[src/hw/cache_cfg_pkg.sv]
package cache_cfg_pkg;

	// Direct mapped, one word per line.
	localparam int INDEX_W = 4;
	localparam int TAG_W   = 6;
	localparam int LINES   = 1 << INDEX_W;

	// Cycles from a granted request to its ack.
	localparam int MEM_LAT = 4;

	localparam int CNT_W = 16;

endpackage

[src/hw/mem_map_pkg.sv]
package mem_map_pkg;

	localparam int ADDR_W      = 32;
	localparam int DATA_W      = 32;
	localparam int STRB_W      = DATA_W / 8;
	localparam int MEM_WORDS   = 1024;
	localparam int WORD_ADDR_W = $clog2(MEM_WORDS);
	localparam int OFFSET_W    = $clog2(STRB_W);

	// First 256 words hold instructions.
	localparam logic [ADDR_W-1:0] INST_LIMIT = ADDR_W'(256 * STRB_W - 1);

	localparam int UNUSED_W = ADDR_W - cache_cfg_pkg::TAG_W
		- cache_cfg_pkg::INDEX_W - OFFSET_W;

	// Byte address, seen raw by the router and as fields by the caches.
	typedef union packed {
		logic [ADDR_W-1:0] raw;
		struct packed {
			logic [UNUSED_W-1:0]             unused;
			logic [cache_cfg_pkg::TAG_W-1:0]   tag;
			logic [cache_cfg_pkg::INDEX_W-1:0] index;
			logic [OFFSET_W-1:0]             offset;
		} f;
	} mem_addr_u;

endpackage

[src/hw/data_cache.sv]
`timescale 1ns/1ps

module data_cache (
	input  logic                                clk_cpu,
	input  logic                                rst,
	input  logic                                req_i,
	input  logic                                we_i,
	input  mem_map_pkg::mem_addr_u              addr_i,
	input  logic [mem_map_pkg::DATA_W-1:0]      wdata_i,
	input  logic [mem_map_pkg::STRB_W-1:0]      wstrb_i,
	input  logic                                mem_ack_i,
	input  logic [mem_map_pkg::DATA_W-1:0]      mem_rdata_i,
	output logic                                resp_o,
	output logic [mem_map_pkg::DATA_W-1:0]      rdata_o,
	output logic                                mem_req_o,
	output logic                                mem_we_o,
	output logic [mem_map_pkg::WORD_ADDR_W-1:0] mem_addr_o,
	output logic [mem_map_pkg::DATA_W-1:0]      mem_wdata_o,
	output logic [mem_map_pkg::STRB_W-1:0]      mem_wstrb_o,
	output logic [cache_cfg_pkg::CNT_W-1:0]     hit_cnt_o,
	output logic [cache_cfg_pkg::CNT_W-1:0]     miss_cnt_o
);
	import mem_map_pkg::*;
	import cache_cfg_pkg::*;

	logic [LINES-1:0]  valid;
	logic [TAG_W-1:0]  tag_mem [LINES];
	logic [DATA_W-1:0] data_mem [LINES];

	logic               busy;
	logic [INDEX_W-1:0] idx;
	logic [INDEX_W-1:0] fill_idx;
	logic               hit;
	logic               fill;

	assign idx      = addr_i.f.index;
	assign hit      = valid[idx] && (tag_mem[idx] == addr_i.f.tag);
	assign fill_idx = mem_addr_o[INDEX_W-1:0];
	assign fill     = busy && mem_ack_i && !mem_we_o; // Read refill only.

	always_ff @(posedge clk_cpu) begin
		if (rst) begin
			valid      <= '0;
			busy       <= 1'b0;
			resp_o     <= 1'b0;
			mem_req_o  <= 1'b0;
			hit_cnt_o  <= '0;
			miss_cnt_o <= '0;
		end else begin
			resp_o    <= 1'b0;
			mem_req_o <= 1'b0;
			if (req_i) begin
				if (hit)
					hit_cnt_o <= hit_cnt_o + 1'b1;
				else
					miss_cnt_o <= miss_cnt_o + 1'b1;
				// Writes always go through to memory.
				if (hit && !we_i) begin
					resp_o <= 1'b1;
				end else begin
					mem_req_o <= 1'b1;
					busy      <= 1'b1;
				end
			end else if (busy && mem_ack_i) begin
				busy   <= 1'b0;
				resp_o <= 1'b1;
				if (fill)
					valid[fill_idx] <= 1'b1;
			end
		end
	end

	always_ff @(posedge clk_cpu) begin
		if (req_i) begin
			rdata_o     <= data_mem[idx];
			mem_we_o    <= we_i;
			mem_addr_o  <= {addr_i.f.tag, addr_i.f.index};
			mem_wdata_o <= wdata_i;
			mem_wstrb_o <= wstrb_i;
			// Merge strobed bytes on a write hit.
			if (we_i && hit) begin
				for (int b = 0; b < STRB_W; b++) begin
					if (wstrb_i[b])
						data_mem[idx][8*b +: 8] <= wdata_i[8*b +: 8];
				end
			end
		end else if (fill) begin
			rdata_o            <= mem_rdata_i;
			data_mem[fill_idx] <= mem_rdata_i;
			tag_mem[fill_idx]  <= mem_addr_o[INDEX_W +: TAG_W];
		end
	end

endmodule

[config.mk]
export PLATFORM = sky130hd
export DESIGN_NAME = data_cache
export DESIGN_NICKNAME = d
export VERILOG_FILES = /design/src/hw/cache_cfg_pkg.sv /design/src/hw/mem_map_pkg.sv /design/src/hw/data_cache.sv
export SDC_FILE = /design/constraint.sdc
export NUM_CORES = 1
export LEC_CHECK = 0
export BUFFER_PORTS_ARGS = -buffer_cell sky130_fd_sc_hd__buf_2
export CAP_MARGIN = 20
export CORE_MARGIN = 2
export CORE_UTILIZATION = 45
export CTS_BUF_LIST = sky130_fd_sc_hd__clkbuf_8
export CTS_CLUSTER_SIZE = 28
export DETAILED_ROUTE_END_ITERATION = 7
export GPL_TIMING_DRIVEN = 0
export HOLD_SLACK_MARGIN = 0.02
export SYNTH_ARGS = -nofsm -noshare
export SYNTH_HDL_FRONTEND = slang
export SYNTH_SLANG_ARGS = --single-unit
export TNS_END_PERCENT = 5
[constraint.sdc]
create_clock -name clk_cpu -period 4.96 [get_ports clk_cpu]
set_input_delay 0.248 -clock clk_cpu [delete_from_list [all_inputs] [get_ports clk_cpu]]
set_output_delay 0.248 -clock clk_cpu [all_outputs]
set_load 0.05 [all_outputs]
==> impl_metrics.py <==
metrics = {
    "status": {
        "status": "completed",
    },
    "floorplanning": {
        "fp.dieW_um": 257.3,
        "ios": 218,
        "core_region_area_mm2": 0.06320,
        "initial_core_util_pct": 45.69,
        "die_y_um": 257.3,
        "rows": 92,
        "dieArea_mm2": 0.06620,
    },
    "timing": {
        "worstMarginPinSlew_ns": 1.131,
        "setup_viol": 0,
        "worst_slack_ns": 0.3499,
        "rsz0062_at_grt": "no",
        "hold_viol_final": 0,
        "slew_headroom_pct": 24.35,
        "clock_skew_ns": 0.05663,
        "maxSlewViolCount": 0,
        "fin_crit_sh_pct": 92.95,
        "min_period_ns": 4.610,
        "fmax_mhz": 216.9,
    },
    "placed_design": {
        "placement.cell_area_mm2": 0.03105,
        "dp_hpwl_um": 47150,
        "io_buffer_count": 195,
        "place.gp.congestion": 0.8195,
        "post-place-ws_ns": -0.08909,
    },
    "drt": {
        "wl_um": 71110,
        "first_pass_iters": 5,
        "ant_nets": 0,
        "drc": 0,
        "vias_per_cell": 5.542,
        "drt_iter0_markers": 1276,
        "routedWlPerCell_um": 25.06,
        "num_vias": 15720,
    },
    "cts": {
        "root_buffer": "clkbuf_8",
        "clk_latency_ns": 0.75,
        "cts_sinks": 738,
        "htreeDepth": 3,
        "cts_tree": "yes",
        "clk_pin_slew_ns": 0.06,
        "clock_path_buffers": 3,
        "cts_setup_buffers": 0,
        "cts-buffers-inserted": 118,
    },
    "synth": {
        "ys_async_sr_fraction_pct": 0,
        "yosys.area.top_type_share_pct": 71.45,
        "ys_seq_area_share_pct": 74.99,
        "synth.net_count": 1585,
        "ys_seq_elements": 738,
        "syn_area_per_cell_um2": 19.53,
        "synthCells": 1478,
        "synth_cell_types": 45,
        "synth_edf_count": 687,
        "synth_area_mm2": 0.02887,
        "synth_most_common_cell": "edfxtp_1",
        "yosysTopAreaCell": "edfxtp_1",
        "synthTopCellsByCount": "edfxtp_1, mux4_2, nor2_1",
        "yosys-top-cells-area": "edfxtp_1, mux4_2, dfxtp_1",
        "ys.flop_type": "edfxtp_1",
        "yosysWarnings": 0,
    },
    "critical_path": {
        "worstPathCellList": "dlygate4sd3_1 -> buf_2 -> buf_4 -> buf_2 -> clkbuf_1 -> mux2i_1 -> mux2i_1 -> xnor2_1 -> nand4_1 -> nor3_4 -> a31oi_1 -> buf_2 -> nor2_1",
        "crit_arrival_ns": 4.95,
        "regToRegStartpoint": "tag_mem[5][2]",
        "critPathMaxStageDelay_ns": 0.76,
        "end_kind": "flop",
        "ff2ff_setup_slack_ns": 0.83,
        "worst_r2r_path_depth": 8,
        "path_class": "in -> reg",
        "critPathMaxFanout": 10,
        "cp_slowest_cell": "nor2_1",
        "required_ns": 5.30,
        "crit_path_start_kind": "input port",
        "r2r_end": "data_mem[11][2]",
        "critical_path.most_common_cell": "buf_2",
    },
    "global_routing": {
        "gr-total-overflow": 0,
        "grt_max_degree": 54,
        "grt_pass1_vias": 16260,
        "grt_pass1_wl_um": 103900,
        "antenna_found_initial": 1,
        "grt_usage_pct": 21.61,
    },
    "worst_hold_path": {
        "min_from": "req_i",
        "holdPathStages": 1,
        "hold_end": "mem_wdata_o[8]",
        "hp-class": "in -> reg",
    },
    "finish": {
        "final_area_mm2": 0.03430,
        "drive_gt1_share_pct": 31.56,
        "area_growth_pct": 18.80,
        "nNetsFinal": 1997,
        "fin_util_pct": 54.28,
    },
    "power_and_ir_drop": {
        "finalPower_mw": 12.89,
        "power.leakage_nw": 11.63,
        "p_per_area_mw_per_mm2": 375.9,
        "ir_drop_mv": 0.2099,
    },
    "flow_run": {
        "max-cap-violations": 0,
    },
}
worst max-delay path: cells and delay by family:
family / cells / cell delay (ns)
buf+inv: 6 / 2.09
simple gates: 3 / 1.69
compound gates: 1 / 0.35
mux: 2 / 0.37
xor+xnor: 1 / 0.17
flip-flops by register name (all words and copies together) (netlist names):
name and cells:
miss_cnt_o 16, mem_req_o 1, busy 1, hit_cnt_o 16, mem_wstrb_o 4, data_mem 512
mem_wdata_o 32, mem_addr_o 10, mem_we_o 1, resp_o 1, rdata_o 32, valid 16
tag_mem 96
per-stage QoR:
step / hold WS, ns / std cells / TNS, ns
finish: 0.1885 / 2837 / 0
global route: 0.1913 / 2837 / 0
CTS: 0.1445 / 2826 / 0
detailed placement: 0.4416 / 2524 / -2.050
global placement: 0.4402 / 2519 / -40.69
floorplan: 0.3469 / 1478 / 0
worst max path at each step:
stage | startpoint | end | slack [ns]
3_3_place_gp | mem_ack_i | rdata_o[27] | -1.27
4_1_cts | addr_i[5] | data_mem[2][28] | 0.17
6_report | addr_i[4] | data_mem[11][2] | 0.35
2_1_floorplan | mem_we_o | rdata_o[0] | 1.49
5_1_grt | addr_i[4] | data_mem[11][3] | 0.12
3_5_place_dp | addr_i[5] | data_mem[15][27] | -0.09
logic make-up after synthesis:
logic type	after synthesis	share of synthesized area [%]
compound gates	48	1.105
xor+xnor	18	0.5460
fa+ha+maj	2	0.08666
buf+inv	83	1.270
flops	738	74.99
mux	245	16.74
simple gates	344	5.265
layout by cell type (no fill, tap or decap), types with 21 or more instances in the layout:
master,netlist,final
mux4_2,186,186
dfxtp_1,51,51
clkbuf_1,43,43
mux2_2,41,41
clkbuf_8,0,121
edfxtp_1,687,687
buf_2,17,211
dlygate4sd3_1,0,82
nand2_1,120,120
clkinv_1,0,26
nor2_1,136,128
nand3_1,21,21
inv_1,6,48
layout make-up:
cell class,count,area [um^2]
Clock buffer,121,1665
Multi-Input combinational cell,657,6897
Clock inverter,99,611.8
Tap cell,846,1059
Buffer,77,344.1
Sequential cell,738,21650
Fill cell,4966,28900
Inverter,6,22.52
Timing Repair Buffer,292,2048
Antenna cell,1,2.502
report_power, final:
part | total, mW | switching (mW) | internal (mW) | leakage [nW]
Sequential | 6.95 | 0.0418 | 6.91 | 6.65
Combinational | 0.943 | 0.610 | 0.333 | 3.66
Clock | 5.00 | 2.41 | 2.59 | 1.32
Total | 12.9 | 3.06 | 9.83 | 11.6
metal layers:
metal | track usage [%] | vias up | wire [um]
met4 | 8.735 | 0 | 2065
met3 | 5.802 | 146 | 5962
met5 | 0 | - | 0
met2 | 34.41 | 649 | 34330
met1 | 28.43 | 8123 | 28750
li1 | - | 6804 | -
what timing repair did:
action,CTS,global route
hold buffers,82,0
gates resized for setup,0,9
endpoints found under the hold margin,86,0
endpoints found under the setup margin,0,155
Note: power is estimated with default switching activity, not from simulation.
