===== src/hw/cache_cfg_pkg.sv =====
package cache_cfg_pkg;

	// Direct mapped, one word per line.
	localparam int INDEX_W = 4;
	localparam int TAG_W   = 6;
	localparam int LINES   = 1 << INDEX_W;

	// Cycles from a granted request to its ack.
	localparam int MEM_LAT = 4;

	localparam int CNT_W = 16;

endpackage


===== src/hw/mem_map_pkg.sv =====
package mem_map_pkg;

	localparam int ADDR_W      = 32;
	localparam int DATA_W      = 32;
	localparam int STRB_W      = DATA_W / 8;
	localparam int MEM_WORDS   = 1024;
	localparam int WORD_ADDR_W = $clog2(MEM_WORDS);
	localparam int OFFSET_W    = $clog2(STRB_W);

	// First 256 words hold instructions.
	localparam logic [ADDR_W-1:0] INST_LIMIT = ADDR_W'(256 * STRB_W - 1);

	localparam int UNUSED_W = ADDR_W - cache_cfg_pkg::TAG_W
		- cache_cfg_pkg::INDEX_W - OFFSET_W;

	// Byte address, seen raw by the router and as fields by the caches.
	typedef union packed {
		logic [ADDR_W-1:0] raw;
		struct packed {
			logic [UNUSED_W-1:0]             unused;
			logic [cache_cfg_pkg::TAG_W-1:0]   tag;
			logic [cache_cfg_pkg::INDEX_W-1:0] index;
			logic [OFFSET_W-1:0]             offset;
		} f;
	} mem_addr_u;

endpackage


===== src/hw/cpu_port_router.sv =====
`timescale 1ns/1ps

module cpu_port_router (
	input  logic                              clk_cpu,
	input  logic                              rst,
	input  logic                              run_i,
	input  logic                              req_i,
	input  logic                              we_i,
	input  mem_map_pkg::mem_addr_u            addr_i,
	input  logic [mem_map_pkg::DATA_W-1:0]    wdata_i,
	input  logic [mem_map_pkg::STRB_W-1:0]    wstrb_i,
	input  logic                              iresp_i,
	input  logic [mem_map_pkg::DATA_W-1:0]    irdata_i,
	input  logic                              dresp_i,
	input  logic [mem_map_pkg::DATA_W-1:0]    drdata_i,
	output logic                              ireq_o,
	output mem_map_pkg::mem_addr_u            iaddr_o,
	output logic                              dreq_o,
	output logic                              dwe_o,
	output mem_map_pkg::mem_addr_u            daddr_o,
	output logic [mem_map_pkg::DATA_W-1:0]    dwdata_o,
	output logic [mem_map_pkg::STRB_W-1:0]    dwstrb_o,
	output logic                              resp_o,
	output logic [mem_map_pkg::DATA_W-1:0]    rdata_o
);
	import mem_map_pkg::*;

	logic      accept;
	logic      to_inst;
	logic      pending;
	mem_addr_u addr_q;

	assign accept  = req_i && run_i;
	assign to_inst = !we_i && (addr_i.raw <= INST_LIMIT); // Only reads go to the I side.

	always_ff @(posedge clk_cpu) begin
		if (rst) begin
			ireq_o  <= 1'b0;
			dreq_o  <= 1'b0;
			pending <= 1'b0;
		end else begin
			ireq_o <= accept && to_inst;
			dreq_o <= accept && !to_inst;
			if (accept)
				pending <= 1'b1;
			else if (resp_o)
				pending <= 1'b0;
		end
	end

	// Request payload.
	always_ff @(posedge clk_cpu) begin
		if (accept) begin
			addr_q   <= addr_i;
			dwe_o    <= we_i;
			dwdata_o <= wdata_i;
			dwstrb_o <= wstrb_i;
		end
	end

	assign iaddr_o = addr_q;
	assign daddr_o = addr_q;

	// At most one cache answers.
	assign resp_o  = iresp_i || dresp_i;
	assign rdata_o = iresp_i ? irdata_i : drdata_i;

	// CPU may issue again in the response cycle.
	a_one_outstanding: assert property (@(posedge clk_cpu) disable iff (rst)
		(pending && !resp_o) |-> !(req_i && run_i));

	a_resp_exclusive: assert property (@(posedge clk_cpu) disable iff (rst)
		!(iresp_i && dresp_i));

endmodule


===== config.mk =====
export PLATFORM = sky130hd
export DESIGN_NAME = cpu_port_router
export DESIGN_NICKNAME = d
export VERILOG_FILES = /design/src/hw/cache_cfg_pkg.sv /design/src/hw/mem_map_pkg.sv /design/src/hw/cpu_port_router.sv
export SDC_FILE = /design/constraint.sdc
export NUM_CORES = 1
export LEC_CHECK = 0
export BUFFER_PORTS_ARGS = -buffer_cell sky130_fd_sc_hd__clkbuf_2
export CAP_MARGIN = 20
export CORE_AREA = 8 8 102 104
export CTS_CLUSTER_DIAMETER = 60
export CTS_CLUSTER_SIZE = 14
export DETAILED_ROUTE_END_ITERATION = 8
export DIE_AREA = 0 0 110 112
export PLACE_DENSITY = 0.75
export SLEW_MARGIN = 20
export SYNTH_ARGS = -nofsm -noshare
export SYNTH_HDL_FRONTEND = slang
export SYNTH_SLANG_ARGS = --single-unit
export TNS_END_PERCENT = 10

===== constraint.sdc =====
create_clock -name clk_cpu -period 2.9 [get_ports clk_cpu]
set_input_delay 0.29 -clock clk_cpu [delete_from_list [all_inputs] [get_ports clk_cpu]]
set_output_delay 0.29 -clock clk_cpu [all_outputs]
set_load 0.03 [all_outputs]

==> results of run 1 <==
[layout make-up]
class,instances,area [µm²],share of cell area (%)
clock inverter,6,86.3,1.99
multi-input combinational,45,484,11.2
timing repair buffer,275,1390,32.1
sequential,71,2110,48.7
tap,111,139,3.20
clock buffer,9,124,2.86
[critical path: cells and delay by family]
kind / cells / cell delay (ns)
buffers and inverters: 2 / 0.82
multiplexers: 1 / 0.42
[how the worst min path moves through the flow]
stage	endpoint	slack (ns)	cells after the start
floorplan	daddr_o[0]$_DFFE_PP_	0.39	0
global placement	dwdata_o[21]$_DFFE_PP_	0.47	1
detailed placement	dwdata_o[9]$_DFFE_PP_	0.47	1
CTS	dwdata_o[24]$_DFFE_PP_	0.12	1
global route	dwdata_o[0]$_DFFE_PP_	0.11	1
finish	dwdata_o[24]$_DFFE_PP_	0.13	1
[Yosys cell counts, drive strengths merged]
master / count
nor3: 2
or2: 1
nand2: 1
o21ba: 1
edfxtp: 69
buf: 36
dfxtp: 2
nor4: 5
mux2: 32
nand4: 1
and2: 1
nand2b: 1
[where the power goes]
group	internal, W	leakage, nW	total (W)	switching, W
registers	0.00120	0.664	0.00123	0.0000257
clock network	0.000478	0.105	0.000824	0.000346
logic	0.000186	1.31	0.000579	0.000393
total	0.00187	2.08	0.00263	0.000765
[registers in the layout, summed over array words and instances, names as in the netlist]
signal,count
daddr_o,32
dreq_o,1
dwdata_o,32
dwe_o,1
dwstrb_o,4
ireq_o,1
[cells by family (layout without fill, tap and decap cells)]
kind of cell    Yosys count  after routing  synth area share (%)
flops                    71             71                  73.3
buf+inv                  36            290                  9.90
mux                      32             32                  13.2
simple gates             12             12                  3.26
compound gates            1              1                 0.348
[routing by layer]
layer	global-route usage [%]	routed length (µm)	share of wire (%)
met1	13.4	3090	29
met2	30.0	5540	53
met3	9.71	1820	17
met4	3.51	72	0.68
met5	0	0	0
[stage by stage]
step	utilization, %	power (W)
floorplan	-	0.00163
global placement	46.4	0.00183
detailed placement	46.4	0.00183
CTS	48.8	0.00266
global route	48.8	0.00272
finish	48.8	0.00263
==> out/metrics.csv, run 1 <==
metric,value,unit
outcome,finished clean,
Yosys reg bits,71,
unrepaired setup endpoints after global routing,false,
synth top area cells,"edfxtp_1 72%, mux2_2 9.0%, buf_4 8.3%",
Worst-path clk slew,0.08,ns
HPWL after DPL,9080,µm
core area,0.00889,mm²
final hold viol count,0,
Longest Clk Path Bufs,2,
area of the mapped netlist,0.00288,mm²
CTS Sinks,71,
Hold Slack,0.130,ns
Synth Instances,152,
Port Buffers,274,
Yosys top cell by area,edfxtp_1,
Avg Vias per Cell,4.39,
worst slew pin tran,0.840,ns
syn nets,291,
Nets,541,
CTS Hold Bufs,0,
Max Fanout on Critical Path,33,
worst setup margin,1.07,ns
Slew Limit Fails,0,
critical path capture point type,output pin,
synth unique cells,17,
largest net degree at the start of global routing,44,
crit path kind,primary input to output pin,
WP data required,2.61,ns
DR iter-0 viols,109,
Post-DP Area,0.00413,mm²
cts bufs inserted,9,
Setup TNS,0,ns
Slowest cell on crit path,clkbuf_2,
most frequent cells in the layout,"274 x clkbuf_2, 69 x edfxtp_1, 23 x mux2_2",
design area,0.00434,mm²
total track usage,15.9,%
CP dominant cell by count,clkbuf_2,
final global-route overflow total,0,
CTS tree,yes,
post-synthesis sequential area ratio,73.3,%
Worst Setup EP,rdata_o[8],
Pleak,2.08,nW
"commonest non-fill, non-tap cell in the layout",clkbuf_2,
startpoint types,primary input,
die width,110,µm
initial core utilization,32.4,%
crit path DAT,1.54,ns
buffer count from post-CTS setup fixing,0,
ANT cells,0,
max frequency,547,MHz
Row Count,35,
top cell type's share of synthesized area,71.9,%
PwrDens,607,mW/mm²
layout filler cell count,800,
min-delay worst type,primary input to flip-flop,
Slew HR,44.0,%
Area Overhead vs Synth,50.6,%
worst IR drop on VDD,0.000681,V
Final setup viols,0,
WL/cell,20.3,µm
maxcap violations,0,
initial antenna violation count,0,
period utilisation layout,63.1,%
"Min Clock Period, post-route",1.83,ns
vias in the first global route,2558,
gpl congestion,0.781,
Worst path max stage delay,0.63,ns
htree depth,3,
drt drc,0,
total wire length,10500,µm
CTS resizes,0,
ANT nets after route,0,
CP startpoint,iresp_i,
Post-Syn Area per Cell,18.9,µm²
Yosys warning count,0,
Top Ports,275,
pre-CTS WS,1.07,ns
Root Buffer,clkbuf_8,
# placed instances,502,
CP Cell Sequence,clkbuf_2 > mux2_2 > clkbuf_2,
Die Area,0.0123,mm²
router iterations before antenna repair,4,
min-delay src,wdata_i[24],
non-filler instance count after layout,517,
vias,2271,
die extent in y,112,µm
layout cell share with drive strength beyond 1,79.8,%
first-pass GRT wire length,14600,µm
Note: power is estimated with default switching activity, not from simulation.
==> run 2, diff against run 1 <==
==> constraint.sdc (replaced) <==
create_clock -name clk_cpu -period 1.7 [get_ports clk_cpu]
set_input_delay 0.17 -clock clk_cpu [delete_from_list [all_inputs] [get_ports clk_cpu]]
set_output_delay 0.17 -clock clk_cpu [all_outputs]
set_load 0.03 [all_outputs]
==> out/metrics.csv, run 2 (synthesis gave the netlist of run 1 again) <==
metric,value,unit,change
design area,0.00476,mm²,+9.8%
layout filler cell count,746,,-6.8%
worst setup margin,0.322,ns,-0.749 ns
Slew Limit Fails,0,,unchanged
maxcap violations,0,,unchanged
largest net degree at the start of global routing,33,,-25%
gpl congestion,0.774,,-0.91%
ANT cells,0,,unchanged
CTS resizes,0,,unchanged
Hold Path Stages,1,,unchanged
period utilisation layout,81.1,%,
Area Overhead vs Synth,65.2,%,
Final setup viols,0,,unchanged
total wire length,12000,µm,+14%
worst slew pin tran,0.306,ns,-0.534 ns
cts bufs inserted,9,,unchanged
HPWL after DPL,9140,µm,+0.61%
max frequency,725,MHz,
critical path capture point type,output pin,,
Slew HR,79.6,%,+36 points
Pwr Total,0.00465,W,+77%
Max Fanout on Critical Path,23,,-30%
non-filler instance count after layout,558,,+7.9%
drt drc,0,,unchanged
Nets,581,,+7.4%
Pleak,2.26,nW,+8.4%
total track usage,18.4,%,+2.4 points
Longest Clk Path Bufs,2,,unchanged
Worst path max stage delay,0.35,ns,-0.28 ns
Row Count,35,,unchanged
layout cell share with drive strength beyond 1,72.7,%,-7.1 points
Avg Vias per Cell,4.43,,+0.81%
ANT nets after route,0,,unchanged
worst IR drop on VDD,0.000767,V,+13%
final global-route overflow total,0,,unchanged
CP dominant cell by count,clkbuf_2,,
CP Buf/Inv Count,3,,+1
pre-CTS WS,0.316,ns,-0.750 ns
Setup TNS,0,ns,unchanged
buffer count from post-CTS setup fixing,0,,unchanged
PwrDens,978,mW/mm²,+61%
DR iter-0 viols,99,,-9.2%
die extent in y,112,µm,unchanged
Post-DP Area,0.00417,mm²,+0.97%
CTS Sinks,71,,unchanged
initial antenna violation count,0,,unchanged
WP data required,1.53,ns,-1.08 ns
Worst-path clk slew,0.08,ns,about the same
Port Buffers,274,,unchanged
WL/cell,21.5,µm,+5.7%
most frequent cells in the layout,"274 x clkbuf_2, 69 x edfxtp_1, 38 x dlygate4sd3_1",,
CTS tree,yes,,
Slowest cell on crit path,mux2_2,,
"commonest non-fill, non-tap cell in the layout",clkbuf_2,,
min-delay worst type,primary input to flip-flop,,
CP Cell Sequence,clkbuf_2 > buf_12 > mux2_2 > clkbuf_2,,
Die Area,0.0123,mm²,unchanged
die width,110,µm,unchanged
outcome,finished clean,,
cell family with most CP delay,buffers and inverters,,
crit path kind,primary input to output pin,,
unrepaired setup endpoints after global routing,false,,
crit path DAT,1.21,ns,-0.33 ns
Root Buffer,clkbuf_8,,
final hold viol count,0,,unchanged
startpoint types,primary input,,
vias in the first global route,2926,,+14%
"Min Clock Period, post-route",1.38,ns,
Top Ports,275,,unchanged
Hold EP,daddr_o[5]$_DFFE_PP_,,
htree depth,3,,unchanged
min-delay src,addr_i[5],,
initial core utilization,32.4,%,unchanged
router iterations before antenna repair,4,,unchanged
first-pass GRT wire length,16800,µm,+15%
# placed instances,504,,+0.40%
vias,2471,,+8.8%
core area,0.00889,mm²,unchanged
## run 2: cell count changes in the layout (fill, tap and decap cells not counted), sizes merged
cell         before  now
buf               1    3
clkbuf          283  284
dlygate4sd3       0   38
## run 2: how the worst max path moves through the flow
stage	cells past startpoint	from	slack [ns]	to
after floorplan	3	req_i	0.13	dreq_o$_SDFF_PP0_
after global placement	4	iresp_i	0.35	rdata_o[29]
after detailed placement	4	iresp_i	0.32	rdata_o[27]
after CTS	4	iresp_i	0.31	rdata_o[27]
after global routing	4	iresp_i	0.27	rdata_o[13]
final	4	iresp_i	0.32	rdata_o[27]
## run 2: timing repair
action / in CTS / in global routing
setup endpoints to repair: 0 / 0
hold buffers: 38 / 0
endpoints found under the hold margin: 38 / 0
## run 2: stage by stage
stage	utilization, %	hold WS, ns
CTS	53.5	0.000201
global route	53.5	0.00537
global placement	46.9	0.347
detailed placement	46.9	0.349
finish	53.5	0.0107
floorplan	-	0.269
## run 2: layer usage
metal	vias up	share of wire, %	global-route usage (%)	wire (µm)
met1	1154	28	15.2	3400
met2	183	54	35.3	6510
met3	13	16	9.82	1950
met5	-	0	0	0
li1	1121	-	-	-
met4	0	1.2	5.32	142
## run 2: layout make-up
class / count / area, µm² / share of cell area [%]
clock buffer: 10 / 128 / 2.68
clock inverter: 6 / 85.1 / 1.79
multi-input combinational: 45 / 484 / 10.2
sequential: 71 / 2110 / 44.4
tap: 111 / 139 / 2.92
timing repair buffer: 315 / 1810 / 38.1
## run 2: power by group
group	leakage (nW)	internal (W)	total [W]	switching (W)
sequential	0.664	0.00205	0.00210	0.0000517
clock	0.104	0.000822	0.00147	0.000646
combinational	1.49	0.000383	0.00108	0.000702
==> run 3, diff against run 2 <==
==> constraint.sdc (replaced) <==
create_clock -name clk_cpu -period 1.4 [get_ports clk_cpu]
set_input_delay 0.14 -clock clk_cpu [delete_from_list [all_inputs] [get_ports clk_cpu]]
set_output_delay 0.14 -clock clk_cpu [all_outputs]
set_load 0.03 [all_outputs]
==> out/metrics.csv, run 3 (synthesis gave the netlist of run 1 again) <==
metric,value,unit,change
layout filler cell count,703,,-5.8%
Root Buffer,clkbuf_8,,
outcome,finished clean,,
PwrDens,1110,mW/mm²,+13%
"commonest non-fill, non-tap cell in the layout",clkbuf_2,,
design area,0.00504,mm²,+6.0%
maxcap violations,0,,unchanged
router iterations before antenna repair,4,,unchanged
Post-DP Area,0.00418,mm²,+0.21%
critical path capture point type,flip-flop,,
total track usage,18.0,%,-0.40 points
vias,2645,,+7.0%
largest net degree at the start of global routing,34,,+3.0%
die extent in y,112,µm,unchanged
Hold EP,daddr_o[28]$_DFFE_PP_,,
Longest Clk Path Bufs,2,,unchanged
final global-route overflow total,0,,unchanged
"Min Clock Period, post-route",1.38,ns,
Die Area,0.0123,mm²,unchanged
Avg Vias per Cell,4.49,,+1.4%
Setup TNS,0,ns,unchanged
first-pass GRT wire length,16500,µm,-1.8%
Area Overhead vs Synth,75.2,%,
period utilisation layout,98.7,%,
min-delay src,addr_i[28],,
total wire length,11900,µm,-1.2%
DR iter-0 viols,128,,+29%
startpoint types,primary input,,
Top Ports,275,,unchanged
CTS Sinks,71,,unchanged
core area,0.00889,mm²,unchanged
gpl congestion,0.801,,+3.6%
layout cell share with drive strength beyond 1,68.6,%,-4.2 points
die width,110,µm,unchanged
most frequent cells in the layout,"274 x clkbuf_2, 69 x edfxtp_1, 67 x dlygate4sd3_1",,
cts bufs inserted,9,,unchanged
Port Buffers,274,,unchanged
CTS tree,yes,,
CTS resizes,0,,unchanged
WL/cell,20.1,µm,-6.4%
Multi-input gate area,485,µm²,+0.26%
register area,0.00211,mm²,unchanged
Max Fanout on Critical Path,2,,-91%
Slew Limit Fails,0,,unchanged
htree depth,3,,unchanged
crit path DAT,1.62,ns,+0.41 ns
unrepaired setup endpoints after global routing,false,,
DRT met1 WL,3590,µm,+5.5%
Hold Path Stages,1,,unchanged
WP data required,1.64,ns,+0.11 ns
Row Count,35,,unchanged
worst IR drop on VDD,0.00131,V,+70%
crit path kind,primary input to flip-flop,,
vias in the first global route,3012,,+2.9%
Nets,611,,+5.2%
WL met2,6180,µm,-5.0%
Final setup viols,0,,unchanged
final hold viol count,0,,unchanged
Pleak,2.38,nW,+5.3%
initial antenna violation count,1,,+1
worst slew pin tran,0.336,ns,+0.0304 ns
initial core utilization,32.4,%,unchanged
max frequency,723,MHz,
met3 wire length,1720,µm,-12%
HPWL after DPL,8200,µm,-10%
ANT nets after route,0,,unchanged
DR top layer,met4,,
drt drc,0,,unchanged
min-delay worst type,primary input to flip-flop,,
Slew HR,77.4,%,-2.2 points
Worst-path clk slew,0.08,ns,about the same
-- run 3: stage by stage --
step,power [W],setup WS [ns],std cells,utilization (%),hold slack (ns)
2_1_floorplan,0.00338,0.248,152,-,0.239
3_3_place_gp,0.00379,0.249,505,47.0,0.317
3_5_place_dp,0.00381,0.233,505,47.0,0.319
4_1_cts,0.00554,0.0955,585,56.4,0.000145
5_1_grt,0.00578,0.0376,589,56.7,0.00494
6_report,0.00559,0.0176,589,56.7,0.0155
-- run 3: repair_timing --
action | 4_1_cts | 5_1_grt
hold buffers | 64 | 3
setup endpoints to repair | 0 | 0
endpoints found under the hold margin | 64 | 3
buffers inserted | 0 | 0
-- run 3: worst max path at each step --
stage | start | endpoint | slack (ns)
floorplan | req_i | dreq_o$_SDFF_PP0_ | 0.25
global placement | iresp_i | rdata_o[24] | 0.25
detailed placement | iresp_i | rdata_o[27] | 0.23
CTS | addr_i[20] | dreq_o$_SDFF_PP0_ | 0.1
global route | addr_i[20] | dreq_o$_SDFF_PP0_ | 0.04
finish | addr_i[25] | dreq_o$_SDFF_PP0_ | 0.02
-- run 3: layout make-up --
type	count	share of cell area, %
sequential	71	41.9
timing repair buffer	345	41.8
antenna	1	0.0496
multi-input combinational	45	9.62
clock inverter	7	1.44
clock buffer	9	2.46
tap	111	2.75
-- run 3: critical path: stages --
cell           delay [ns]
dlygate4sd3_1        0.54
clkbuf_2             0.12
nor3_1               0.32
nand4_1              0.25
o21ba_1              0.25
-- run 3: metal layers --
| metal | vias to the layer above | GRT usage, % |
|---|---|---|
| met5 | - | 0 |
| met3 | 25 | 9.71 |
| met4 | 0 | 8.83 |
| met1 | 1227 | 15.9 |
| met2 | 206 | 31.7 |
| li1 | 1187 | - |
-- run 3: report_power, final --
part	switching [W]	internal (W)	total [W]
registers	0.0000681	0.00249	0.00256
logic	0.000866	0.000520	0.00139
clock network	0.000826	0.000826	0.00165
total	0.00176	0.00383	0.00559
