## src/hw/cache_cfg_pkg.sv

```systemverilog
package cache_cfg_pkg;

	// Direct mapped, one word per line.
	localparam int INDEX_W = 4;
	localparam int TAG_W   = 6;
	localparam int LINES   = 1 << INDEX_W;

	// Cycles from a granted request to its ack.
	localparam int MEM_LAT = 4;

	localparam int CNT_W = 16;

endpackage

```

## src/hw/mem_map_pkg.sv

```systemverilog
package mem_map_pkg;

	localparam int ADDR_W      = 32;
	localparam int DATA_W      = 32;
	localparam int STRB_W      = DATA_W / 8;
	localparam int MEM_WORDS   = 1024;
	localparam int WORD_ADDR_W = $clog2(MEM_WORDS);
	localparam int OFFSET_W    = $clog2(STRB_W);

	// First 256 words hold instructions.
	localparam logic [ADDR_W-1:0] INST_LIMIT = ADDR_W'(256 * STRB_W - 1);

	localparam int UNUSED_W = ADDR_W - cache_cfg_pkg::TAG_W
		- cache_cfg_pkg::INDEX_W - OFFSET_W;

	// Byte address, seen raw by the router and as fields by the caches.
	typedef union packed {
		logic [ADDR_W-1:0] raw;
		struct packed {
			logic [UNUSED_W-1:0]             unused;
			logic [cache_cfg_pkg::TAG_W-1:0]   tag;
			logic [cache_cfg_pkg::INDEX_W-1:0] index;
			logic [OFFSET_W-1:0]             offset;
		} f;
	} mem_addr_u;

endpackage

```

## src/hw/inst_cache.sv

```systemverilog
`timescale 1ns/1ps

module inst_cache (
	input  logic                                clk_cpu,
	input  logic                                rst,
	input  logic                                req_i,
	input  mem_map_pkg::mem_addr_u              addr_i,
	input  logic                                mem_ack_i,
	input  logic [mem_map_pkg::DATA_W-1:0]      mem_rdata_i,
	output logic                                resp_o,
	output logic [mem_map_pkg::DATA_W-1:0]      rdata_o,
	output logic                                mem_req_o,
	output logic [mem_map_pkg::WORD_ADDR_W-1:0] mem_addr_o,
	output logic [cache_cfg_pkg::CNT_W-1:0]     hit_cnt_o,
	output logic [cache_cfg_pkg::CNT_W-1:0]     miss_cnt_o
);
	import mem_map_pkg::*;
	import cache_cfg_pkg::*;

	logic [LINES-1:0]  valid;
	logic [TAG_W-1:0]  tag_mem [LINES];
	logic [DATA_W-1:0] data_mem [LINES];

	logic               busy;
	logic [INDEX_W-1:0] idx;
	logic [INDEX_W-1:0] fill_idx;
	logic               hit;

	assign idx      = addr_i.f.index;
	assign hit      = valid[idx] && (tag_mem[idx] == addr_i.f.tag);
	assign fill_idx = mem_addr_o[INDEX_W-1:0];

	always_ff @(posedge clk_cpu) begin
		if (rst) begin
			valid      <= '0;
			busy       <= 1'b0;
			resp_o     <= 1'b0;
			mem_req_o  <= 1'b0;
			hit_cnt_o  <= '0;
			miss_cnt_o <= '0;
		end else begin
			resp_o    <= 1'b0;
			mem_req_o <= 1'b0;
			if (req_i) begin
				if (hit) begin
					resp_o    <= 1'b1; // Answer next cycle.
					hit_cnt_o <= hit_cnt_o + 1'b1;
				end else begin
					mem_req_o  <= 1'b1;
					busy       <= 1'b1;
					miss_cnt_o <= miss_cnt_o + 1'b1;
				end
			end else if (busy && mem_ack_i) begin
				busy            <= 1'b0;
				resp_o          <= 1'b1;
				valid[fill_idx] <= 1'b1;
			end
		end
	end

	always_ff @(posedge clk_cpu) begin
		if (req_i) begin
			rdata_o    <= data_mem[idx];
			mem_addr_o <= {addr_i.f.tag, addr_i.f.index}; // Word address.
		end else if (busy && mem_ack_i) begin
			rdata_o            <= mem_rdata_i;
			data_mem[fill_idx] <= mem_rdata_i;
			tag_mem[fill_idx]  <= mem_addr_o[INDEX_W +: TAG_W];
		end
	end

	a_no_req_in_refill: assert property (@(posedge clk_cpu) disable iff (rst)
		busy |-> !req_i);

endmodule

```

## config.mk

```make
export PLATFORM = sky130hd
export DESIGN_NAME = inst_cache
export DESIGN_NICKNAME = d
export VERILOG_FILES = /design/src/hw/cache_cfg_pkg.sv /design/src/hw/mem_map_pkg.sv /design/src/hw/inst_cache.sv
export SDC_FILE = /design/constraint.sdc
export NUM_CORES = 1
export LEC_CHECK = 0
export BUFFER_PORTS_ARGS = -buffer_cell sky130_fd_sc_hd__buf_2
export CORE_MARGIN = 2
export CORE_UTILIZATION = 44
export CTS_CLUSTER_DIAMETER = 60
export DETAILED_ROUTE_END_ITERATION = 7
export SLEW_MARGIN = 10
export SYNTH_ARGS = -nofsm -noshare
export SYNTH_HDL_FRONTEND = slang
export SYNTH_SLANG_ARGS = --single-unit
export TNS_END_PERCENT = 10
```

## constraint.sdc

```tcl
create_clock -name clk_cpu -period 5.7 [get_ports clk_cpu]
set_clock_uncertainty 0.15 [all_clocks]
set_input_delay 0.285 -clock clk_cpu [delete_from_list [all_inputs] [get_ports clk_cpu]]
set_output_delay 0.285 -clock clk_cpu [all_outputs]
set_load 0.01 [all_outputs]
```

==> results.txt, run 1 <==
Status: finished, final reports clean
Clock sink total: 701
PwrDens: 347.2 nW/um^2
GR Util All Layers: 18.68%
Hold Startpoint: addr_i[2]
Initial DRC count: 1027
Crit path kind: input port to flop
Initial antenna violation count: 2
Minimum clock period: 3.402 ns
Number of global-route vias before repair: 13310
Cells after Synth: 1227
Ys Warns: 0
Worst rel slew slack: 22.92%
Antenna Nets Post-Route: 0
Post-synth ARST share: 0%
Dpl hpwl: 30.68 mm
Multiplexer share of the synthesized area: 17.75%
Post-synthesis cell type count: 51
Num CTS Buffers: 74
Setup-failing EPs final: 0
Starting density of the core: 44.51%
Largest net degree at the start of global routing: 84
Clock Latency Late Sink: 0.61 ns
Slew Viols, Final: 0
Worst path arrival time: 3.74 ns
Max Cap Viol: 0
Worst path max stage delay: 0.71 ns
Crit path depth: 9
Clock Pin Slew Worst Setup and Hold Paths: 0.06 ns
Startpoint Class: input port
First-pass GRT wire length: 86.01 mm
Register area share after synthesis: 76.31%
Critical path cell sequence: buf_6 -> mux4_2 -> mux2i_1 -> xor2_1 -> and4b_1 -> o221ai_4 -> nor2_2 -> nor4b_1 -> mux2_2
Proportion of layout cells with a drive suffix above 1: 34.09%
Reg-to-reg startpoint: tag_mem[10][1]
Die H: 251.3 um
Synth area leader: edfxtp_1
Crit path capture type: flop
Type of the most critical hold path: input port to flop
Via/cell ratio: 5.615
Yosys top cell area share: 72.51%
TritonCTS clock tree: yes
Slew @ Worst Pin: 1.153 ns
Setup WS post-layout: 2.298 ns
Placer Congestion: 0.7344
Xor-xnor portion of the synthesized cell area: 0.5439%
Count of input and output buffers: 121
Pleak: 0.01017 uW
Hold path depth: 1
Grt total ovfl: 0
Pre-CTS WS: 1.667 ns
First-pass iteration count of the detailed router: 5
Max VDD drop: 0.0002550 V
Critical Path RT: 6.03 ns
H-tree Lvls: 3
Via Count: 12760
Die area: 63170 sq um
R2R depth: 8
CTS root buf: clkbuf_16
CP max-delay cell: buf_6
CTS Buffer Depth: 3
Synthesis-to-finish area growth: 16.39%
RSZ-0062 raised after global routing: no
I/O pins: 144
Average wire per standard cell: 25.53 um
Simple-Gate Fraction of Synth Area: 3.091%
CP Launch Point: addr_i[3]
Mapped Nets: 1297
Top post-synthesis cells by area: edfxtp_1 (73%), mux4_2 (16%), dfxtp_1 (3.8%), mux2_2 (1.5%), nor2_1 (0.99%)
Post-Route WL: 58.02 mm
Largest family of logic cells by synthesized area: multiplexers
DRC Markers: 0
Post-synthesis adder-cell area fraction: 0.09297%
#FFs+latches synth: 701
Post-synthesis compound-gate area fraction: 1.162%
Final setup TNS: 0 ns
Fin nets: 1504
Crit-path max FO: 83
Largest delay contributor family on the critical path: multiplexers
Post-Syn Area: 26920 sq um
Final hold violations: 0
Fin crit share: 59.68%
F_max: 294.0 MHz
Row count: 90
Worst Path Buf+Inv: 1
Avg Cell Area, Syn: 21.94 sq um
Post-synth top flop: edfxtp_1
Core box area: 60470 sq um
Number of synthesized flops with an enable pin: 650
Die W: 251.3 um
[metrics by stage]
| stage | std cells | utilization, % | total power [uW] | hold WS (ns) | area (sq um) |
|---|---|---|---|---|---|
| after global placement | 2101 | 47.26 | 6298 | 0.2956 | 28580 |
| after detailed placement | 2101 | 47.26 | 6308 | 0.3109 | 28580 |
| final | 2273 | 51.81 | 10880 | 0.07495 | 31330 |
| after floorplan | 1227 | - | 6109 | 0.2339 | 26920 |
| after CTS | 2272 | 51.80 | 10990 | 0.09047 | 31330 |
| after global routing | 2273 | 51.81 | 11210 | 0.1276 | 31330 |
[power by group]
group | internal (uW) | switching, uW | total [uW]
registers | 5680 | 32.0 | 5710
logic | 225 | 275 | 500
clock network | 2720 | 1940 | 4670
[cell usage in the layout, fill, tap and decap left out, drive strengths merged, types with 3 or more instances in the layout]
cell	synthesis	routed
bufinv	0	5
o21ai	11	11
mux2	38	38
xor2	5	5
and3	9	9
nand2b	6	6
or4	4	4
inv	4	9
a22oi	4	4
or3	6	6
nand2	12	12
nand4	7	7
dfxtp	51	51
buf	27	150
clkbuf	31	95
nor3	11	11
o31ai	5	5
nor2	73	73
nor2b	8	8
dlygate4sd3	0	39
clkinv	0	26
mux2i	16	16
edfxtp	650	650
or2	4	4
a21oi	14	14
nand3	11	11
xnor2	10	10
mux4	186	186
and4	3	3
[registers in the layout (all words and copies together), names as in the netlist]
signal and flops:
busy 1, data_mem 512, hit_cnt_o 16, mem_addr_o 10
mem_req_o 1, miss_cnt_o 16, rdata_o 32, resp_o 1
tag_mem 96, valid 16
[synth_stat cells (all sizes together), types with 11 or more instances]
library cell and n:
a21oi 14, buf 27, clkbuf 31, dfxtp 51, edfxtp 650, mux2 38, mux2i 16, mux4 186
nand2 12, nand3 11, nor2 73, nor3 11, o21ai 11
[worst register-to-register path, delay by kind of cell (launching register included)]
kind             cells  cell delay, ns
XOR/XNOR             1            0.18
flip-flops           1            0.37
AO/OA/AOI/OAI        2            0.66
multiplexers         3            1.04
AND/OR/NAND/NOR      2            0.66
[layout make-up]
class	instances	area [sq um]
Timing Repair Buffer	189	1232
Tap cell	782	978.4
Fill cell	4713	29140
Inverter	4	15.01
Sequential cell	701	20540
Antenna cell	1	2.502
Clock buffer	95	2004
Clock inverter	37	350.3
Multi-Input combinational cell	464	6206
[layer usage]
metal	up-vias	track usage, %	wire [um]
met1	6823	25.32	25030
met4	2	5.459	1015
li1	5546	-	-
met3	80	2.961	2626
met2	312	31.52	29330
met5	-	0	13
[path summary, 6_finish.rpt]
path	slack (ns)	end
max	2.30	miss_cnt_o[12]
min	0.07	mem_addr_o[0]
max reg2reg	2.52	miss_cnt_o[12]
min reg2reg	0.32	valid[10]
[what timing repair did]
item / CTS / global route
buffers inserted: 0 / 0
hold buffers: 39 / 0
endpoints found under the hold margin: 519 / 0
gates resized for setup: 0 / 0
setup endpoints to repair: 0 / 0
[logic make-up (layout without fill, tap and decap cells)]
logic type      after synthesis  after routing
flops                       701            701
mux                         240            240
simple gates                162            162
buf+inv                      62            325
compound gates               45             45
xor+xnor                     15             15
fa+ha+maj                     2              2
other cells                   0              1
Power figures use the tool's default switching activity.
==> run 2: changes to the inputs <==
--- a/config.mk
+++ b/config.mk
@@ -5,6 +5,7 @@
 export SDC_FILE = /design/constraint.sdc
 export NUM_CORES = 1
 export LEC_CHECK = 0
+export ABC_AREA = 1
 export BUFFER_PORTS_ARGS = -buffer_cell sky130_fd_sc_hd__buf_2
 export CORE_MARGIN = 2
 export CORE_UTILIZATION = 44
==> constraint.sdc (replaced) <==
create_clock -name clk_cpu -period 3.4 [get_ports clk_cpu]
set_clock_uncertainty 0.15 [all_clocks]
set_input_delay 0.17 -clock clk_cpu [delete_from_list [all_inputs] [get_ports clk_cpu]]
set_output_delay 0.17 -clock clk_cpu [all_outputs]
set_load 0.01 [all_outputs]
==> results.txt, run 2 <==
Status: finished, final reports clean
Worst Path Buf+Inv: 4 (+3)
Number of global-route vias before repair: 18200 (+37%)
Highest metal used: met5
Register area share after synthesis: 73.11% (-3.2 points)
Seq pwr share: 52.8% (+0.3 points)
Placed cells: 3137 (+49%)
First-pass iteration count of the detailed router: 5 (unchanged)
Row count: 92 (+2.2%)
Post CTS Setup Buffer Count: 0 (unchanged)
Crit-path max FO: 105 (+27%)
Number of synthesized flops with an enable pin: 650 (unchanged)
Fin crit share: 85.44%
Placer Congestion: 0.8149 (+11%)
Largest delay contributor family on the critical path: buffers and inverters
Slew Viols, Final: 0 (unchanged)
Post-synthesis cell type count: 35 (-31%)
Comb pwr share: 5.6% (+1.0 points)
Worst path max stage delay: 0.56 ns (-0.15 ns)
CP Launch Point: addr_i[2]
Ys Warns: 0 (unchanged)
CP max-delay cell: inv_8
CTS Buffer Depth: 3 (unchanged)
Pwr Total: 18130 uW (+67%)
CP dominant cell by count: nand2_1
Initial antenna violation count: 1 (-1)
Initial DRC count: 1543 (+50%)
Reg-to-reg startpoint: busy
Worst rel slew slack: 31.84% (+8.9 points)
Proportion of layout cells with a drive suffix above 1: 11.99% (-22 points)
Dpl hpwl: 34.64 mm (+13%)
Post-synth ARST share: 0% (unchanged)
Synthesis-to-finish area growth: 15.54%
TritonCTS clock tree: yes
Slew @ Worst Pin: 1.022 ns (-0.1310 ns)
Num CTS Buffers: 74 (unchanged)
Max Cap Viol: 0 (unchanged)
Count of input and output buffers: 121 (unchanged)
Crit path capture type: flop
Crit path kind: input port to flop
DR WL met3: 3.935 mm (+50%)
Hold Startpoint: addr_i[6]
CTS root buf: clkbuf_16
Pint: 14060 uW (+63%)
Clock Pin Slew Worst Setup and Hold Paths: 0.06 ns (about the same)
Core box area: 63080 sq um (+4.3%)
RSZ-0062 raised after global routing: no
GR Util All Layers: 21.72% (+3.0 points)
Setup-failing EPs final: 0 (unchanged)
Post-Syn Area: 28090 sq um (+4.4%)
Cells after Synth: 2276 (+85%)
Worst path arrival time: 3.25 ns (-0.49 ns)
Critical Path RT: 3.75 ns (-2.28 ns)
Mapped Nets: 2346 (+81%)
Most common cell in the netlist: edfxtp_1
Switching Power: 4066 uW (+81%)
Minimum clock period: 2.905 ns
Largest register FFs: 512 (unchanged)
Clock power share: 41.6% (-1.3 points)
Commonest non-fill, non-tap cells in the layout: edfxtp_1 (650), nor2_1 (400), o21ai_0 (245)
M1 WL: 30.65 mm (+22%)
Starting density of the core: 44.54% (about the same)
DRC Markers: 0 (unchanged)
Top flop regs: data_mem x512, tag_mem x96, rdata_o x32
Max VDD drop: 0.0003357 V (+32%)
Via/cell ratio: 5.607 (-0.14%)
Top post-synthesis cells by area: edfxtp_1 (69%), nor2_1 (5.6%), o21ai_0 (4.4%), dfxtp_1 (3.6%), nand3_1 (3.0%)
PwrDens: 558.6 nW/um^2 (+61%)
Fin nets: 2481 (+65%)
Largest register by flop count: data_mem
Synth area leader: edfxtp_1
Startpoint Class: input port
Post-CTS Resized: 0 (unchanged)
Die W: 256.7 um (+2.1%)
Hold-fix buffers, CTS: 44 (+13%)
ANT cells: 0 (-1)
Largest net degree at the start of global routing: 117 (+39%)
Clock sink total: 701 (unchanged)
Type of the most critical hold path: input port to flop
Net Sw Frac: 22.43% (+1.7 points)
Antenna Nets Post-Route: 0 (unchanged)
Via Count: 18580 (+46%)
I/O pins: 144 (unchanged)
Die H: 256.7 um (+2.1%)
Post-synth top flop: edfxtp_1
Clock Latency Late Sink: 0.62 ns (about the same)
#FFs+latches synth: 701 (unchanged)
Final Util: 51.46% (-0.35 points)
Fin cells: 3314 (+46%)
Final hold violations: 0 (unchanged)
F_max: 344.2 MHz
Fillers: 5362 (+14%)
Met2 wire length: 35.69 mm (+22%)
Most instantiated cells after synthesis: edfxtp_1 (650), nor2_1 (416), o21ai_0 (246)
H-tree Lvls: 3 (unchanged)
Die area: 65880 sq um (+4.3%)
Final setup TNS: 0 ns (unchanged)
Pleak: 0.01108 uW (+8.9%)
Average wire per standard cell: 21.73 um (-15%)
Grt total ovfl: 0 (unchanged)
First-pass GRT wire length: 109.6 mm (+27%)
Avg Cell Area, Syn: 12.34 sq um (-44%)
Yosys top cell area share: 69.48% (-3.0 points)
Critical path cell sequence: dlygate4sd3_1 -> clkbuf_8 -> inv_8 -> nand2_1 -> nand3_1 -> nand3_1 -> nand3_1 -> nand2_1 -> nand2_1 -> nand2_1 -> nor2_2 -> nand2_2 -> o21bai_4 -> inv_1 -> nor2_1 -> nor2_1
Post-Route WL: 72.00 mm (+24%)
Most common cell after layout, fill and taps aside: edfxtp_1
## run 2: cell count changes in the layout (fill, tap and decap cells not counted), sizes merged, moves of 102 or more
| cell | previous run | this run |
|---|---|---|
| nand3 | 11 | 169 |
| o21ai | 11 | 284 |
| mux4 | 186 | 0 |
| nand2 | 12 | 214 |
| nor2 | 73 | 419 |
| inv | 9 | 111 |
## run 2: power by group through the flow
stage	Combinational (uW)	Clock, uW	Sequential (uW)
detailed placement	970	0	9760
global placement	946	0	9750
floorplan	554	0	9770
finish	1010	7550	9570
CTS	1020	7680	9570
global route	1120	8030	9580
## run 2: cell type report
type / instances / area, sq um / share of cell area, %
timing repair buffer: 207 / 1628 / 5.015
clock buffer: 91 / 1947 / 5.998
tap: 846 / 1059 / 3.261
inverter: 103 / 396.6 / 1.222
multi-input combinational: 1324 / 6599 / 20.33
clock inverter: 42 / 290.3 / 0.8943
sequential: 701 / 20540 / 63.28
## run 2: worst paths after layout
kind	cells after the start	slack [ns]	end
max reg2reg	5	0.85	data_mem[4][2]
min	2	0.17	mem_addr_o[4]
max	16	0.49	miss_cnt_o[1]
min reg2reg	2	0.32	valid[11]
## run 2: layer usage
layer	up-vias	track usage, %
met1	9350	28.54
met2	585	37.24
met5	-	0
met4	2	7.558
met3	118	2.728
li1	8527	-
## run 2: worst register-to-register path, delay by kind of cell (launching register included)
family	cells	cell delay, ns
buf+inv	2	0.38
flops	1	0.31
simple gates	3	1.41
## run 2: kinds of logic after synthesis
kind of cell / count (synthesis) / share of synthesized area (%)
AND/OR/NAND/NOR: 816 / 11.97
flip-flops: 701 / 73.11
AO/OA/AOI/OAI: 478 / 10.09
adder cells (fa/ha/maj): 2 / 0.08906
buffers and inverters: 251 / 3.866
XOR/XNOR: 28 / 0.8730
## run 2: per-stage QoR
stage | area, sq um | worst slack (ns) | hold slack, ns
CTS | 32460 | 0.5220 | 0.1527
global route | 32460 | 0.2086 | 0.1742
global placement | 29780 | 0.4762 | 0.2496
floorplan | 28090 | 0.1482 | 0.1189
finish | 32460 | 0.4949 | 0.1721
detailed placement | 29780 | 0.4650 | 0.2519
==> run 3: changes to the inputs <==
--- a/config.mk
+++ b/config.mk
@@ -6,11 +6,12 @@
 export NUM_CORES = 1
 export LEC_CHECK = 0
 export ABC_AREA = 1
-export BUFFER_PORTS_ARGS = -buffer_cell sky130_fd_sc_hd__buf_2
 export CORE_MARGIN = 2
-export CORE_UTILIZATION = 44
+export CORE_UTILIZATION = 49
 export CTS_CLUSTER_DIAMETER = 60
 export DETAILED_ROUTE_END_ITERATION = 7
+export DONT_BUFFER_PORTS = 1
+export PLACE_DENSITY = 0.66
 export SLEW_MARGIN = 10
 export SYNTH_ARGS = -nofsm -noshare
 export SYNTH_HDL_FRONTEND = slang
==> constraint.sdc (replaced) <==
create_clock -name clk_cpu -period 2.3 [get_ports clk_cpu]
set_clock_uncertainty 0.15 [all_clocks]
set_input_delay 0.115 -clock clk_cpu [delete_from_list [all_inputs] [get_ports clk_cpu]]
set_output_delay 0.115 -clock clk_cpu [all_outputs]
set_load 0.01 [all_outputs]
==> results.txt, run 3 (same netlist as run 2, synthesis figures left out) <==
Status: finished, final reports clean
CTS root buf: clkbuf_16
Count of input and output buffers: 0 (-100%)
Final hold violations: 0 (unchanged)
Clock Pin Slew Worst Setup and Hold Paths: 0.06 ns (about the same)
Average wire per standard cell: 23.43 um (+7.8%)
Critical Path RT: 2.50 ns (-1.25 ns)
RSZ-0062 raised after global routing: no
Placed cells: 2959 (-5.7%)
Slew Viols, Final: 0 (unchanged)
I/O pins: 144 (unchanged)
Slew @ Worst Pin: 1.129 ns (+0.1068 ns)
Clock Latency Late Sink: 0.60 ns (-0.02 ns)
Via/cell ratio: 5.929 (+5.7%)
Type of the most critical hold path: input port to flop
DRC Markers: 0 (unchanged)
Commonest non-fill, non-tap cells in the layout: edfxtp_1 (650), nor2_1 (400), o21ai_0 (245)
First-pass iteration count of the detailed router: 5 (unchanged)
Startpoint Class: input port
Core box area: 56500 sq um (-10%)
First-pass GRT wire length: 110.2 mm (+0.53%)
TritonCTS clock tree: yes
CP max-delay cell: dlygate4sd3_1
Grt total ovfl: 0 (unchanged)
Largest register FFs: 512 (unchanged)
Fin nets: 2412 (-2.8%)
Worst Path Buf+Inv: 3 (-1)
Largest delay contributor family on the critical path: buffers and inverters
Proportion of layout cells with a drive suffix above 1: 9.129% (-2.9 points)
Max Cap Viol: 0 (unchanged)
Worst rel slew slack: 24.47% (-7.4 points)
Synthesis-to-finish area growth: 15.90%
Number of global-route vias before repair: 18300 (+0.58%)
Die W: 243.4 um (-5.2%)
Num CTS Buffers: 75 (+1.4%)
Worst path max stage delay: 0.89 ns (+0.33 ns)
Crit-path max FO: 59 (-44%)
Fin crit share: 99.34%
F_max: 437.7 MHz
Dpl hpwl: 35.81 mm (+3.4%)
Via Count: 18730 (+0.77%)
Setup WS post-layout: 0.01514 ns (-0.4798 ns)
Largest register by flop count: data_mem
Pre-CTS WS: 0.06354 ns (-0.4015 ns)
Most common cell after layout, fill and taps aside: edfxtp_1
Setup-failing EPs final: 0 (unchanged)
Top flop regs: data_mem x512, tag_mem x96, rdata_o x32
Final setup TNS: 0 ns (unchanged)
Fin cells: 3158 (-4.7%)
CTS Buffer Depth: 3 (unchanged)
Crit path kind: input port to flop
Pleak: 0.01095 uW (-1.2%)
Minimum clock period: 2.285 ns
Worst path arrival time: 2.48 ns (-0.77 ns)
Largest net degree at the start of global routing: 247 (+110%)
Initial DRC count: 2086 (+35%)
Starting density of the core: 49.73% (+5.2 points)
PwrDens: 838.9 nW/um^2 (+50%)
Clock sink total: 701 (unchanged)
Critical path cell sequence: dlygate4sd3_1 -> buf_16 -> o221ai_1 -> nand3_1 -> a31oi_1 -> dlygate4sd3_1
Post-Route WL: 73.98 mm (+2.8%)
Row count: 87 (-5.4%)
Antenna Nets Post-Route: 0 (unchanged)
Crit path capture type: flop
GR Util All Layers: 24.67% (+3.0 points)
CP dominant cell by count: dlygate4sd3_1
Placer Congestion: 0.8278 (+1.6%)
Die area: 59270 sq um (-10%)
Max VDD drop: 0.0007520 V (+120%)
Initial antenna violation count: 6 (+5)
Die H: 243.4 um (-5.2%)
H-tree Lvls: 3 (unchanged)
-- run 3: final cells by class --
class | instances | area [sq um]
fillers | 4383 | 23930
flip-flops and latches | 701 | 20540
multi-input cells | 1324 | 6608
clock buffers | 95 | 2016
repair buffers | 137 | 1685
well taps | 756 | 945.9
inverters | 103 | 396.6
clock inverters | 39 | 362.8
diodes | 3 | 7.507
-- run 3: path summary, 6_finish.rpt --
kind | slack (ns) | from | cells after the start | endpoint
worst max-delay path | 0.02 | addr_i[4] | 6 | rdata_o[31]
worst min-delay path | 0.02 | addr_i[11] | 7 | busy
worst min register to register | 0.32 | valid[2] | 2 | valid[2]
worst max register to register | 0.16 | hit_cnt_o[0] | 7 | hit_cnt_o[10]
-- run 3: repair_timing --
item,in CTS,in global routing
setup endpoints to repair,0,14
hold endpoints to repair,647,0
buffers inserted,0,0
resized for setup,0,4
hold buffers,62,0
-- run 3: tightest hold or removal path: cells and delay by family --
| kind | cells | cell delay (ns) |
|---|---|---|
| simple gates | 4 | 0.34 |
| compound gates | 2 | 0.22 |
| buf+inv | 1 | 0.04 |
-- run 3: per-stage QoR --
stage	utilization (%)	power [uW]	cell area [sq um]	hold slack, ns
floorplan	-	15260	28130	0.06387
global placement	52.10	15420	29430	0.03917
detailed placement	52.10	15460	29430	0.04075
CTS	57.60	27460	32540	0.0006343
global route	57.63	28130	32560	0.03592
finish	57.64	27320	32560	0.01534
-- run 3: metal layers --
| layer | GRT usage, % | up-vias | part of all wire [%] |
|---|---|---|---|
| li1 | - | 8396 | - |
| met1 | 32.07 | 9287 | 39 |
| met2 | 40.59 | 843 | 48 |
| met3 | 4.814 | 193 | 8.7 |
| met4 | 10.61 | 6 | 3.7 |
| met5 | 0 | - | 0.062 |
-- run 3: where the power goes --
part / internal, uW / leakage [uW] / total [uW] / switching, uW
Clock: 6880 / 0.00116 / 11700 / 4830
Sequential: 14100 / 0.00629 / 14200 / 127
Combinational: 454 / 0.00350 / 1400 / 946
